<file path="config.mk">
export PLATFORM = sky130hd
export DESIGN_NAME = game_top
export DESIGN_NICKNAME = d
export VERILOG_FILES = /design/src/game_pkg.sv /design/src/game_top.sv /design/src/level_progress.sv /design/src/player_motion.sv /design/src/contact_detector.sv /design/src/key_decoder.sv
export SDC_FILE = /design/constraint.sdc
export NUM_CORES = 1
export LEC_CHECK = 0
export BUFFER_PORTS_ARGS = -buffer_cell sky130_fd_sc_hd__buf_2
export CAP_MARGIN = 20
export CORE_MARGIN = 4
export CORE_UTILIZATION = 35
export DETAILED_ROUTE_END_ITERATION = 10
export PLACE_DENSITY = 0.47
export SLEW_MARGIN = 25
export SYNTH_ARGS = -nofsm -noshare
export SYNTH_HDL_FRONTEND = slang
export SYNTH_HIERARCHICAL = 1
export SYNTH_SLANG_ARGS = --single-unit
</file>
<file path="constraint.sdc">
create_clock -name clk -period 7.3 [get_ports clk]
set_clock_uncertainty 0.2 [all_clocks]
set_input_delay 0.73 -clock clk [delete_from_list [all_inputs] [get_ports clk]]
set_output_delay 0.73 -clock clk [all_outputs]
set_load 0.01 [all_outputs]
</file>
<file path="src/game_pkg.sv">
package game_pkg;

    typedef struct packed {
        logic       valid;
        logic [7:0] code;
        // break code, key went up
        logic       released;
    } key_event_t;

    typedef struct packed {
        logic jump;
        logic left;
        logic right;
    } held_keys_t;

    // down means the player's feet rest on a block top
    typedef struct packed {
        logic down;
        logic up;
        logic right;
        logic left;
    } contact_t;

    // top-left corner of the player box
    typedef struct packed {
        logic [9:0] x;
        logic [8:0] y;
    } pos_t;

    typedef enum logic {
        PLAYING = 1'b0,
        WON     = 1'b1
    } game_state_e;

    // map geometry in pixels
    localparam int BLOCK_NUM = 50;
    localparam int FLAKE_NUM = 15;
    localparam int BLOCK_W   = 25;
    localparam int BLOCK_H   = 25;
    localparam int PLAYER_W  = 24;
    localparam int PLAYER_H  = 33;
    localparam int FLAKE_W   = 24;
    localparam int FLAKE_H   = 26;
    localparam int START_X   = 0;
    localparam int START_Y   = 367;
    localparam int X_MAX     = 540;

    // keyboard make codes
    localparam logic [7:0] KEY_W = 8'h1D;
    localparam logic [7:0] KEY_A = 8'h1C;
    localparam logic [7:0] KEY_D = 8'h23;
    localparam logic [7:0] KEY_R = 8'h2D;

    // vertical speed, periods in move ticks per pixel
    localparam int FALL_START  = 50;
    localparam int FALL_MIN    = 20;
    localparam int JUMP_START  = 25;
    localparam int JUMP_STOP   = 50;
    localparam int SPEED_STEP  = 5;
    localparam int STEP_PIXELS = 24;

    // true when [a0, a0+a_len) and [b0, b0+b_len) share at least one pixel
    function automatic logic spans_overlap(input int a0, input int a_len,
                                           input int b0, input int b_len);
        return (a0 < b0 + b_len) && (b0 < a0 + a_len);
    endfunction

    function automatic pos_t block_pos(input int i);
        pos_t p;
        if (i < 22) begin
            // floor row
            p.x = 10'(BLOCK_W * i);
            p.y = 9'd400;
        end else if (i < 27) begin
            p.x = 10'(BLOCK_W * (i - 22));
            p.y = 9'd310;
        end else if (i < 32) begin
            p.x = 10'(425 + BLOCK_W * (i - 27));
            p.y = 9'd310;
        end else if (i < 43) begin
            p.x = 10'(150 + BLOCK_W * (i - 32));
            p.y = 9'd225;
        end else begin
            p.x = 10'(BLOCK_W * (i - 43));
            p.y = 9'd135;
        end
        return p;
    endfunction

    function automatic pos_t flake_pos(input int i);
        pos_t p;
        if (i < 5) begin
            p.x = 10'(50 + 28 * i);
            p.y = 9'd370;
        end else if (i < 10) begin
            p.x = 10'(350 + 28 * (i - 5));
            p.y = 9'd370;
        end else begin
            p.x = 10'(28 * (i - 10));
            p.y = 9'd105;
        end
        return p;
    endfunction

endpackage
</file>
<file path="src/game_top.sv">
`timescale 1ns/10ps

module game_top
    import game_pkg::*;
#(
    parameter int MOVE_DIV   = 100000,
    parameter int WIN_BLOCKS = BLOCK_NUM
) (
    input  logic        clk,
    input  logic        rst_i,
    input  key_event_t  key_i,
    output pos_t        pos_o,
    output logic        airborne_o,
    output game_state_e state_o,
    output logic [3:0]  score_o,
    output logic [5:0]  iced_count_o
);

    held_keys_t           keys;
    logic                 restart;
    contact_t             contact;
    logic [BLOCK_NUM-1:0] stand_mask;

    key_decoder u_key_decoder (
        .clk       (clk),
        .rst_i     (rst_i),
        .key_i     (key_i),
        .keys_o    (keys),
        .restart_o (restart)
    );

    player_motion #(
        .MOVE_DIV (MOVE_DIV)
    ) u_player_motion (
        .clk        (clk),
        .rst_i      (rst_i),
        .keys_i     (keys),
        .restart_i  (restart),
        .contact_i  (contact),
        .state_i    (state_o),
        .pos_o      (pos_o),
        .airborne_o (airborne_o)
    );

    contact_detector u_contact_detector (
        .clk          (clk),
        .rst_i        (rst_i),
        .pos_i        (pos_o),
        .contact_o    (contact),
        .stand_mask_o (stand_mask)
    );

    level_progress #(
        .WIN_BLOCKS (WIN_BLOCKS)
    ) u_level_progress (
        .clk          (clk),
        .rst_i        (rst_i),
        .restart_i    (restart),
        .pos_i        (pos_o),
        .stand_mask_i (stand_mask),
        .state_o      (state_o),
        .score_o      (score_o),
        .iced_count_o (iced_count_o)
    );

endmodule

</file>
<file path="src/level_progress.sv">
`timescale 1ns/10ps

module level_progress
    import game_pkg::*;
#(
    parameter int WIN_BLOCKS = BLOCK_NUM
) (
    input  logic                 clk,
    input  logic                 rst_i,
    input  logic                 restart_i,
    input  pos_t                 pos_i,
    input  logic [BLOCK_NUM-1:0] stand_mask_i,
    output game_state_e          state_o,
    output logic [3:0]           score_o,
    output logic [5:0]           iced_count_o
);

    logic [BLOCK_NUM-1:0] iced;
    logic [FLAKE_NUM-1:0] collected;
    logic [FLAKE_NUM-1:0] flake_hit;
    logic                 restart_q;

    for (genvar f = 0; f < FLAKE_NUM; f++) begin : g_flake
        localparam pos_t FP = flake_pos(f);

        assign flake_hit[f] =
            spans_overlap(int'(pos_i.x), PLAYER_W, int'(FP.x), FLAKE_W) &&
            spans_overlap(int'(pos_i.y), PLAYER_H, int'(FP.y), FLAKE_H);
    end

    always_ff @(posedge clk) begin
        if (rst_i) begin
            restart_q <= 1'b0;
        end else begin
            restart_q <= restart_i;
        end
    end

    always_ff @(posedge clk) begin
        if (rst_i || restart_i) begin
            iced         <= '0;
            collected    <= '0;
            score_o      <= '0;
            iced_count_o <= '0;
            state_o      <= PLAYING;
        end else begin
            // mask still shows the old position right after restart
            if (!restart_q) begin
                iced <= iced | stand_mask_i;
            end
            collected    <= collected | flake_hit;
            score_o      <= 4'($countones(collected));
            iced_count_o <= 6'($countones(iced));
            if (iced_count_o >= 6'(WIN_BLOCKS)) begin
                state_o <= WON;
            end
        end
    end

    // collected flakes stay counted until restart
    a_score_monotonic: assert property (
        @(posedge clk) disable iff (rst_i)
        !restart_i |=> score_o >= $past(score_o)
    );

endmodule

</file>
<file path="src/player_motion.sv">
`timescale 1ns/10ps

module player_motion
    import game_pkg::*;
#(
    parameter int MOVE_DIV = 100000
) (
    input  logic        clk,
    input  logic        rst_i,
    input  held_keys_t  keys_i,
    input  logic        restart_i,
    input  contact_t    contact_i,
    input  game_state_e state_i,
    output pos_t        pos_o,
    output logic        airborne_o
);

    localparam int DIV_W = $clog2(MOVE_DIV + 1);

    logic [DIV_W-1:0] div_cnt;
    logic             tick;
    logic             move_en;
    logic [9:0]       pos_x;
    logic [8:0]       pos_y;
    logic             jumping;
    // ticks per vertical pixel, shared by rise and fall
    logic [5:0]       period;
    logic [5:0]       step_cnt;
    logic [4:0]       pix_cnt;
    logic             step_due;
    logic             pix_due;

    assign tick     = (div_cnt == DIV_W'(MOVE_DIV - 1));
    assign move_en  = tick && (state_i == PLAYING);
    assign step_due = (step_cnt == period - 6'd1);
    assign pix_due  = (pix_cnt == 5'(STEP_PIXELS - 1));
    assign pos_o    = '{x: pos_x, y: pos_y};

    // restart also realigns the tick so contact is fresh at the first move
    always_ff @(posedge clk) begin
        if (rst_i || restart_i || tick) begin
            div_cnt <= '0;
        end else begin
            div_cnt <= div_cnt + 1'b1;
        end
    end

    always_ff @(posedge clk) begin
        if (rst_i || restart_i) begin
            pos_x <= 10'(START_X);
        end else if (move_en) begin
            if (keys_i.left && !keys_i.right && !contact_i.left && pos_x > 10'd0) begin
                pos_x <= pos_x - 10'd1;
            end else if (keys_i.right && !contact_i.right && pos_x < 10'(X_MAX)) begin
                pos_x <= pos_x + 10'd1;
            end
        end
    end

    always_ff @(posedge clk) begin
        if (rst_i || restart_i) begin
            pos_y      <= 9'(START_Y);
            jumping    <= 1'b0;
            period     <= 6'(FALL_START);
            step_cnt   <= '0;
            pix_cnt    <= '0;
            airborne_o <= 1'b0;
        end else if (move_en) begin
            airborne_o <= !contact_i.down;
            if (jumping) begin
                if (contact_i.up || period >= 6'(JUMP_STOP)) begin
                    // head hit a block or the rise ran out of speed
                    jumping  <= 1'b0;
                    period   <= 6'(FALL_START);
                    step_cnt <= '0;
                    pix_cnt  <= '0;
                end else if (step_due) begin
                    pos_y    <= pos_y - 9'd1;
                    step_cnt <= '0;
                    pix_cnt  <= pix_due ? 5'd0 : pix_cnt + 5'd1;
                    // rise slows down as it goes
                    if (pix_due) begin
                        period <= period + 6'(SPEED_STEP);
                    end
                end else begin
                    step_cnt <= step_cnt + 6'd1;
                end
            end else if (keys_i.jump && contact_i.down) begin
                jumping  <= 1'b1;
                period   <= 6'(JUMP_START);
                step_cnt <= '0;
                pix_cnt  <= '0;
            end else if (!contact_i.down) begin
                if (step_due) begin
                    pos_y    <= pos_y + 9'd1;
                    step_cnt <= '0;
                    pix_cnt  <= pix_due ? 5'd0 : pix_cnt + 5'd1;
                    // fall speeds up until the period hits its floor
                    if (pix_due) begin
                        period <= (period >= 6'(FALL_MIN + SPEED_STEP)) ?
                                  period - 6'(SPEED_STEP) : 6'(FALL_MIN);
                    end
                end else begin
                    step_cnt <= step_cnt + 6'd1;
                end
            end else begin
                // standing, next fall starts slow again
                period   <= 6'(FALL_START);
                step_cnt <= '0;
                pix_cnt  <= '0;
            end
        end
    end

    a_x_in_bounds: assert property (
        @(posedge clk) disable iff (rst_i)
        pos_x <= 10'(X_MAX)
    );

endmodule

</file>
<file path="src/contact_detector.sv">
`timescale 1ns/10ps

module contact_detector
    import game_pkg::*;
(
    input  logic                 clk,
    input  logic                 rst_i,
    input  pos_t                 pos_i,
    output contact_t             contact_o,
    output logic [BLOCK_NUM-1:0] stand_mask_o
);

    int px;
    int py;
    logic [BLOCK_NUM-1:0] hit_down;
    logic [BLOCK_NUM-1:0] hit_up;
    logic [BLOCK_NUM-1:0] hit_right;
    logic [BLOCK_NUM-1:0] hit_left;

    assign px = int'(pos_i.x);
    assign py = int'(pos_i.y);

    // one comparator set per block with constant block corners
    for (genvar b = 0; b < BLOCK_NUM; b++) begin : g_block
        localparam pos_t BP = block_pos(b);
        localparam int BX = int'(BP.x);
        localparam int BY = int'(BP.y);

        logic x_ovl;
        logic y_ovl;

        assign x_ovl = spans_overlap(px, PLAYER_W, BX, BLOCK_W);
        assign y_ovl = spans_overlap(py, PLAYER_H, BY, BLOCK_H);

        // edges must touch exactly and a corner touch does not count
        assign hit_down[b]  = x_ovl && (py + PLAYER_H == BY);
        assign hit_up[b]    = x_ovl && (py == BY + BLOCK_H);
        assign hit_right[b] = y_ovl && (px + PLAYER_W == BX);
        assign hit_left[b]  = y_ovl && (px == BX + BLOCK_W);
    end

    always_ff @(posedge clk) begin
        if (rst_i) begin
            contact_o    <= '0;
            stand_mask_o <= '0;
        end else begin
            contact_o.down  <= |hit_down;
            contact_o.up    <= |hit_up;
            contact_o.right <= |hit_right;
            contact_o.left  <= |hit_left;
            stand_mask_o    <= hit_down;
        end
    end

    // the player is narrower than a block and stands on two blocks at most
    a_stand_two_blocks: assert property (
        @(posedge clk) disable iff (rst_i)
        $countones(stand_mask_o) <= 2
    );

endmodule

</file>
<file path="src/key_decoder.sv">
`timescale 1ns/10ps

module key_decoder
    import game_pkg::*;
(
    input  logic       clk,
    input  logic       rst_i,
    input  key_event_t key_i,
    output held_keys_t keys_o,
    output logic       restart_o
);

    logic is_press;

    assign is_press = key_i.valid && !key_i.released;

    always_ff @(posedge clk) begin
        if (rst_i) begin
            keys_o    <= '0;
            restart_o <= 1'b0;
        end else begin
            // single pulse per R make code
            restart_o <= is_press && (key_i.code == KEY_R);
            if (key_i.valid) begin
                // a break code only clears its own key
                case (key_i.code)
                    KEY_W: keys_o.jump <= !key_i.released;
                    KEY_A: keys_o.left <= !key_i.released;
                    KEY_D: keys_o.right <= !key_i.released;
                    default: ;
                endcase
            end
        end
    end

endmodule

</file>
## Word-level counts from Yosys, hierarchy flattened

Cells that the tools add are included.

- $lt $le $gt $ge: 88
- Equality and inequality tests: 63
- Add/sub/neg operators: 75
- Reduce and logical (&&, ||, !) cells: 289
- Muxes and demuxes: 31
- Bitwise operators: 3

Operator list:

| kind | count |
|---|---|
| $lt A10 B32 Y1 const A | 17 |
| $eq A32 B10 Y1 const B | 12 |
| $lt A9 B32 Y1 const A | 9 |
| $logic_and A1 B1 Y1 | 267 |
| $lt A8 B32 Y1 const A | 8 |
| $eq A32 B9 Y1 const B | 7 |
| $reduce_or A50 Y1 | 4 |
| $lt A10 B9 Y1 const B | 15 |
| $add A6 B6 Y6 | 24 |
| $eq A10 B10 Y1 const B | 12 |
| $eq A32 B8 Y1 const B | 3 |
| $lt A10 B8 Y1 const B | 9 |
| $mux W6 | 14 |
| $lt A10 B7 Y1 const B | 7 |
| $add A1 B1 Y2 | 32 |
| $lt A6 B32 Y1 const A | 2 |
| $lt A7 B32 Y1 const A | 2 |
| $mux W9 | 6 |
| $eq A10 B9 Y1 const B | 5 |
| $or A50 B50 Y50 | 1 |
| $eq A32 B11 Y1 const B | 1 |
| $eq A32 B6 Y1 const B | 1 |
| $eq A32 B7 Y1 const B | 1 |
| $logic_not A32 Y1 | 1 |
| 48 further kinds | 89 |

- Output and inout bits: 31
- Register bits: 190
- Input port bits: 12
- Word-level logic and storage cells: 572

## Longest topological paths before layout

Gate-level depths: netlist of run 1.

- Depth after elaboration: 7
- Gate-level depth with buffers: 24

## Modules after synthesis

The synthesis of run 1 kept the hierarchy.

Modules (own cells, without submodules):

| module | cells an instance | seq. area each (µm²) | area each (µm²) | instances |
|---|---|---|---|---|
| level_progress | 594 | 1541.5 | 5112.4 | 1 |
| contact_detector | 616 | 1081.0 | 4569.4 | 1 |
| player_motion | 433 | 1101.1 | 3509.6 | 1 |
| key_decoder | 22 | 80.1 | 225.2 | 1 |

## Worst setup path after synthesis of run 1

OpenSTA, ideal clock, no wires.

- Kind: reg2reg
- Start: register u_level_progress.iced[4]
- End: register u_level_progress.iced_count_o[5]
- Required time: 7.020 ns
- Library setup time: 0.080 ns
- Cell stages (with the launch flop): 24
- Arrival: 6.005 ns
- Path slack: 1.015 ns
- Path through: dfxtp_1 > inv_1 > fa_1 > inv_1 > ha_1 > ha_1 > fa_1 > ha_1 > inv_1 > fa_1 > inv_1 > fa_1 > inv_1 > fa_1 > fa_1 > fa_1 > inv_1 > ha_1 > nor2b_1 > o21ai_0 > a21oi_1 > o21a_1 > o21ai_0 > nor3b_1

- Longest elaborated chain between the ends: 6

RTL lines:

| item | RTL line | source |
|---|---|---|
| from (decl) | level_progress.sv:18 | `logic [BLOCK_NUM-1:0] iced;` |
| from (signal assigned) | level_progress.sv:49 | `iced <= iced \| stand_mask_i;` |
| $add A1 B1 Y2 (not written as such) | level_progress.sv:53 | `iced_count_o <= 6'($countones(iced));` |
| $add A6 B6 Y6 (not written as such) (5 in series) | level_progress.sv:53 |  |
| to (signal assigned) | level_progress.sv:53 |  |
| to (decl) | level_progress.sv:15 | `output logic [5:0] iced_count_o` |

Every way passes these cells.
A chain may end at the register's enable or synchronous reset.

## Worst setup path after layout of run 1

Same ends and word-level chain as after synthesis.

==> results.sh, run 1 <==
export IMPL_synthDistinctLibCells=110
export IMPL_synthesis_area_um2=13400
export IMPL_cpPeakStageDelay_ps=550
export IMPL_crit_fanout=2
export IMPL_hold_buffers=0
export IMPL_post_cts_buffers=0
export IMPL_yosys_register_bits=190
export IMPL_cp_common_cell="fa_1"
export IMPL_placementRows=71
export IMPL_cts_max_level=4
export IMPL_place_gp_congestion=0.983
export IMPL_min_to="u_level_progress/iced[9]"
export IMPL_grt_pass1_wl_um=66000
export IMPL_track_usage_pct=19.8
export IMPL_maxCapViolCount=0
export IMPL_path_class="flop to flop"
export IMPL_arrival_ps=6680
export IMPL_grt_overflow_total=0
export IMPL_fin_crit_ps=6570
export IMPL_synth_edff_count=0
export IMPL_relSlewSlack_pct=34.1
export IMPL_synth_top_cell_area_share_pct=28.4
export IMPL_final_core_util_pct=38.8
export IMPL_nets=1777
export IMPL_max_freq_mhz=152
export IMPL_synth_most_common_cell="nor2_1"
export IMPL_async_reset_ff_share_pct=0
export IMPL_place_area_um2=14000
export IMPL_grt_pass1_vias=11813
export IMPL_hold_viol=0
export IMPL_rsz0062_at_grt="no"
export IMPL_syn_inst=1665
export IMPL_vias_per_cell=5.58
export IMPL_synth_top_cells_by_count="nor2_1 (207), dfxtp_1 (190), inv_1 (136)"
export IMPL_drc=0
export IMPL_drtPass1Iterations=5
export IMPL_num_vias=12146
export IMPL_cts_sinks=190
export IMPL_fin_ws_ps=729
export IMPL_routedWlPerCell_um=19.0
export IMPL_yosysTopAreaCell="dfxtp_1"
export IMPL_drv_slew=0
export IMPL_holdPathStages=2
export IMPL_dp_hpwl_um=29000
export IMPL_rr_endpoint="u_level_progress/iced_count_o[5]"
export IMPL_yosysWarnings=6
export IMPL_core_um2=37800
export IMPL_p_leak_uw=0.00566
export IMPL_tightest_slew_ps=984
export IMPL_min_path_type="flop to flop"
export IMPL_cp_buffers_inverters=6
export IMPL_yosysSeqAreaShare_pct=28.4
export IMPL_rrSetupSlack_ps=730
export IMPL_grt_max_degree=65
export IMPL_crit_slowest_cell="fa_1"
export IMPL_path_depth=23
export IMPL_cts_tree="built"
export IMPL_antenna_found_initial=0
export IMPL_syn_nets=1791
export IMPL_hp_start="u_contact_detector/stand_mask_o[9]"
export IMPL_synth_area_leaders="dfxtp_1 (28%), fa_1 (7.8%), nor2_1 (5.8%)"
export IMPL_cp_cell_sequence="inv_1 -> fa_1 -> inv_1 -> ha_1 -> ha_1 -> fa_1 -> ha_1 -> inv_1 -> fa_1 -> inv_1 -> fa_1 -> inv_1 -> fa_1 -> fa_1 -> fa_1 -> inv_1 -> ha_1 -> nor2b_1 -> o21ai_0 -> a21oi_1 -> o21a_1 -> nor3_1 -> nor3b_1"
export IMPL_final_cells=2175
export IMPL_end_kind="flop"
export IMPL_setup_viol=0
export IMPL_power_density_nw_per_um2=142
export IMPL_fin_area_um2=14600
export IMPL_cts_buffer_depth=2
export IMPL_clock_tree_root_cell="clkbuf_16"
export IMPL_synthToLayoutAreaGrowth_pct=9.18
export IMPL_drive_gt1_share_pct=9.50
export IMPL_critPathTopFamily="adder cells"
export IMPL_path_clk_slew_ps=80
export IMPL_synth_ff_type="dfxtp_1"
export IMPL_start_kind="flop"
export IMPL_drtIter0Drc=1044
export IMPL_num_antenna_cells=0
export IMPL_wl_um=41300
export IMPL_post_place_cells=2143
export IMPL_peakVddDrop_uv=148
export IMPL_io_pins=43
export IMPL_outcome="finished clean"
export IMPL_worstSkewPairLatency_ps=460
export IMPL_die_y_um=204
export IMPL_portBuffers=42
export IMPL_synth_avg_cell_area_um2=8.06
export IMPL_reg2reg_depth=23
export IMPL_cp_data_required_time_ps=7410
export IMPL_r2r_start="u_level_progress/iced[4]"
export IMPL_post_route_period_util_pct=90.0
export IMPL_die_width_um=204
export IMPL_cts_buffers=17
export IMPL_antenna_left=0
export IMPL_place_ws_ps=684
export IMPL_tns_ps=0
export IMPL_cts_resized=0
export IMPL_dieArea_um2=41500
export IMPL_start_util_pct=35.5
## worst register-to-register path: stages (launching register included)
cell and delay, ps:
dfxtp_1 330, inv_1 60, fa_1 530, inv_1 40, ha_1 170, ha_1 290, fa_1 490, ha_1 290
inv_1 50, fa_1 530, inv_1 50, fa_1 540, inv_1 60, fa_1 520, fa_1 530, fa_1 550
inv_1 70, ha_1 280, nor2b_1 130, o21ai_0 180, a21oi_1 120, o21a_1 190, nor3_1 170, nor3b_1 70
## logic make-up after synthesis
| group | count (synthesis) | share of synthesized area, % |
|---|---|---|
| AND/OR/NAND/NOR | 623 | 24.2 |
| AO/OA/AOI/OAI | 436 | 22.3 |
| buffers and inverters | 236 | 7.12 |
| multiplexers | 12 | 0.905 |
| XOR/XNOR | 54 | 3.64 |
| adder cells (fa/ha/maj) | 114 | 13.5 |
| flip-flops | 190 | 28.4 |
## worst max-delay path by stage
stage               slack [ps]                startpoint                          endpoint
floorplan                 1020  u_level_progress/iced[4]  u_level_progress/iced_count_o[5]
global placement           680  u_level_progress/iced[4]  u_level_progress/iced_count_o[5]
detailed placement         680  u_level_progress/iced[4]  u_level_progress/iced_count_o[5]
CTS                        660  u_level_progress/iced[4]  u_level_progress/iced_count_o[5]
global route               290  u_level_progress/iced[4]  u_level_progress/iced_count_o[5]
finish                     730  u_level_progress/iced[4]  u_level_progress/iced_count_o[5]
## cell usage in the layout (no fill, tap or decap), types with 11 or more instances in the layout
cell / n
a21o_1: 17
o22ai_1: 15
and2_1: 18
nor2b_1: 34
nand4_1: 25
a211oi_1: 19
xor2_1: 25
a31oi_1: 21
xnor2_1: 27
nand3_1: 51
nor2_1: 207
mux2i_1: 11
a21oi_1: 124
dfxtp_1: 186
nand2b_1: 16
ha_1: 62
inv_1: 136
buf_2: 42
or3_1: 15
o211ai_1: 17
buf_4: 24
nor4_1: 22
o31ai_1: 19
nor3_1: 28
o21ai_0: 79
fa_1: 52
and3_1: 18
nand2_1: 105
clkbuf_16: 17
## where the power goes
part / switching, µW / internal, µW
clock network: 495 / 503
logic: 28.7 / 11.1
registers: 2.61 / 1040
## flip-flops by register name, indices dropped and copies added, names as in the netlist
name,flops
u_player_motion/div_cnt,17
u_player_motion/jumping,1
u_level_progress/score_o,4
u_contact_detector/stand_mask_o,50
u_level_progress/restart_q,1
u_player_motion/period,6
u_contact_detector/contact_o,4
u_player_motion/pos_y,9
u_player_motion/pix_cnt,5
u_player_motion/pos_x,10
u_level_progress/iced,50
u_player_motion/step_cnt,6
u_level_progress/collected,15
u_key_decoder/keys_o,3
u_key_decoder/restart_o,1
u_level_progress/iced_count_o,6
u_player_motion/airborne_o,1
u_level_progress/state_o,1
## cell type report
cell class	instances	area (µm²)
sequential	190	3810
fill	4010	23100
tap	511	639
multi-input combinational	1239	8660
timing repair buffer	66	390
inverter	137	514
clock buffer	17	425
clock inverter	15	210
## through the flow
stage               hold WS (ps)  power (µW)
finish                       265        2080
global placement             242        1110
CTS                          270        2110
global route                 290        2160
floorplan                    226        1090
detailed placement           248        1110
## per-layer routing
layer  track usage [%]  routed length, µm
met1              27.2              19300
met2              32.2              19100
met3              3.21               1870
met4              6.02               1030
met5                 0                  0
No activity file was read; power rests on OpenSTA's default activity.
==> run 2, diff against run 1 <==
Settings changed: CORE_MARGIN 4 to 8, CTS_BUF_LIST from default to sky130_fd_sc_hd__clkbuf_16.
==> run 2 against run 1 <==
Compared with the run above:
- sequential cell count unchanged
- die area up 8.0%
- critical path type unchanged
- clock-buffer cell count unchanged
- combinational power hardly changed
- core utilization is 0.20 points lower
- non-clock buffer count down 3
- worst hold slack worse by 1.2 ps
==> results.sh, run 2 (synthesized netlist as in run 1, its figures left out) <==
export IMPL_layout_commonest_cell="nor2_1"
export IMPL_grt_overflow_total=0
export IMPL_reg_top3="u_contact_detector/stand_mask_o x50, u_level_progress/iced x50, u_player_motion/div_cnt x17"
export IMPL_final_cell_mix="nor2_1 (206), dfxtp_1 (186), inv_1 (137)"
export IMPL_start_kind="flop"
export IMPL_holdPathStages=2
export IMPL_fin_crit_ps=6590
export IMPL_grt_max_degree=67
export IMPL_hold_viol=0
export IMPL_path_class="flop to flop"
export IMPL_drc=0
export IMPL_end_kind="flop"
export IMPL_wl_um=41700
export IMPL_drtIter0Drc=954
export IMPL_dieArea_um2=44900
export IMPL_cts_sinks=190
export IMPL_tns_ps=0
export IMPL_final_core_util_pct=38.6
export IMPL_antenna_left=0
export IMPL_tightest_slew_ps=1010
export IMPL_p_leak_uw=0.00563
export IMPL_dp_hpwl_um=29400
export IMPL_max_freq_mhz=152
export IMPL_crit_fanout=2
export IMPL_peakVddDrop_uv=161
export IMPL_switching_share_pct=24.3
export IMPL_nets=1774
export IMPL_power_density_nw_per_um2=139
export IMPL_reg2reg_depth=23
export IMPL_die_width_um=212
export IMPL_path_clk_slew_ps=70
export IMPL_placementRows=71
export IMPL_drv_slew=0
export IMPL_grt_pass1_vias=12143
export IMPL_cts_tree="built"
export IMPL_hold_buffers=0
export IMPL_outcome="finished clean"
export IMPL_portBuffers=42
export IMPL_track_usage_pct=18.8
export IMPL_power_frac_clock_pct=46.6
export IMPL_internal_power_uw=1530
export IMPL_p_seq_share_pct=51.4
export IMPL_clock_tree_root_cell="clkbuf_16"
export IMPL_setup_viol=0
export IMPL_start_util_pct=35.5
export IMPL_routedWlPerCell_um=19.2
export IMPL_fillCellCount=3949
export IMPL_relSlewSlack_pct=32.0
export IMPL_worstSkewPairLatency_ps=470
export IMPL_cts_buffers=17
export IMPL_min_path_type="flop to flop"
export IMPL_antenna_found_initial=0
export IMPL_cts_resized=0
export IMPL_rsz0062_at_grt="no"
export IMPL_core_um2=37800
export IMPL_grt_pass1_wl_um=67600
export IMPL_io_pins=43
export IMPL_combPwrFrac_pct=2.0
export IMPL_cts_buffer_depth=2
export IMPL_cp_data_required_time_ps=7420
export IMPL_drive_gt1_share_pct=9.27
export IMPL_arrival_ps=6700
export IMPL_post_cts_buffers=0
export IMPL_num_antenna_cells=0
export IMPL_p_sw_uw=491
export IMPL_num_vias=12086
export IMPL_post_route_period_util_pct=90.2
export IMPL_cts_max_level=4
export IMPL_vias_per_cell=5.56
export IMPL_die_y_um=212
export IMPL_place_gp_congestion=0.935
export IMPL_maxCapViolCount=0
export IMPL_drtPass1Iterations=5
export IMPL_synthToLayoutAreaGrowth_pct=8.61
## run 2: cell count changes in the layout (fill, tap and decap cells not counted), sizes merged
cell	change
buf	-3
clkinv	-2
inv	+2
## run 2: final cells by class
class,instances,area (µm²),share of cell area [%]
inverters,137,514,3.53
repair buffers,63,368,2.52
well taps,511,639,4.39
multi-input cells,1239,8660,59.4
clock buffers,17,425,2.92
clock inverters,15,154,1.06
flip-flops and latches,190,3810,26.1
## run 2: worst max-delay path: stages (launching register included)
cell and delay (ps):
dfxtp_1 330, inv_1 60, fa_1 520, inv_1 40, ha_1 170, ha_1 290, fa_1 490, ha_1 290
inv_1 50, fa_1 530, inv_1 60, fa_1 540, inv_1 60, fa_1 520, fa_1 530, fa_1 540
inv_1 70, ha_1 290, nor2b_1 120, o21ai_0 190, a21oi_1 120, o21a_1 190, nor3_1 170, nor3b_1 70
## run 2: per-stage QoR
stage | area [µm²] | power, µW | setup WS (ps) | instances | hold slack [ps]
floorplan | 13400 | 1090 | 1020 | 1665 | 226
global placement | 14000 | 1110 | 694 | 2140 | 239
detailed placement | 14000 | 1110 | 671 | 2140 | 246
CTS | 14600 | 2060 | 653 | 2172 | 270
global route | 14600 | 2100 | 330 | 2172 | 280
finish | 14600 | 2020 | 713 | 2172 | 264
## run 2: power by group through the flow
| stage | Sequential [µW] | Clock [µW] | Combinational [µW] |
|---|---|---|---|
| after floorplan | 1060 | 0 | 25.4 |
| after global placement | 1060 | 0 | 40.7 |
| after global routing | 1040 | 1020 | 44.6 |
| after CTS | 1040 | 977 | 40.9 |
| final | 1040 | 943 | 40.1 |
| after detailed placement | 1060 | 0 | 40.6 |
## run 2: routing by layer
| layer | vias to the layer above | routed length [µm] | GRT usage, % |
|---|---|---|---|
| met5 | - | 0 | 0 |
| met1 | 5836 | 19400 | 24.6 |
| met3 | 74 | 1760 | 3.05 |
| met2 | 307 | 19500 | 30.9 |
| li1 | 5869 | - | - |
| met4 | 0 | 1030 | 6.83 |
## run 2: worst paths after layout
check / startpoint / endpoint / slack (ps)
setup / recovery: u_level_progress/iced[4] / u_level_progress/iced_count_o[5] / 710
hold / removal: u_contact_detector/stand_mask_o[10] / u_level_progress/iced[10] / 260
setup reg to reg: u_level_progress/iced[4] / u_level_progress/iced_count_o[5] / 710
hold reg to reg: u_contact_detector/stand_mask_o[10] / u_level_progress/iced[10] / 260
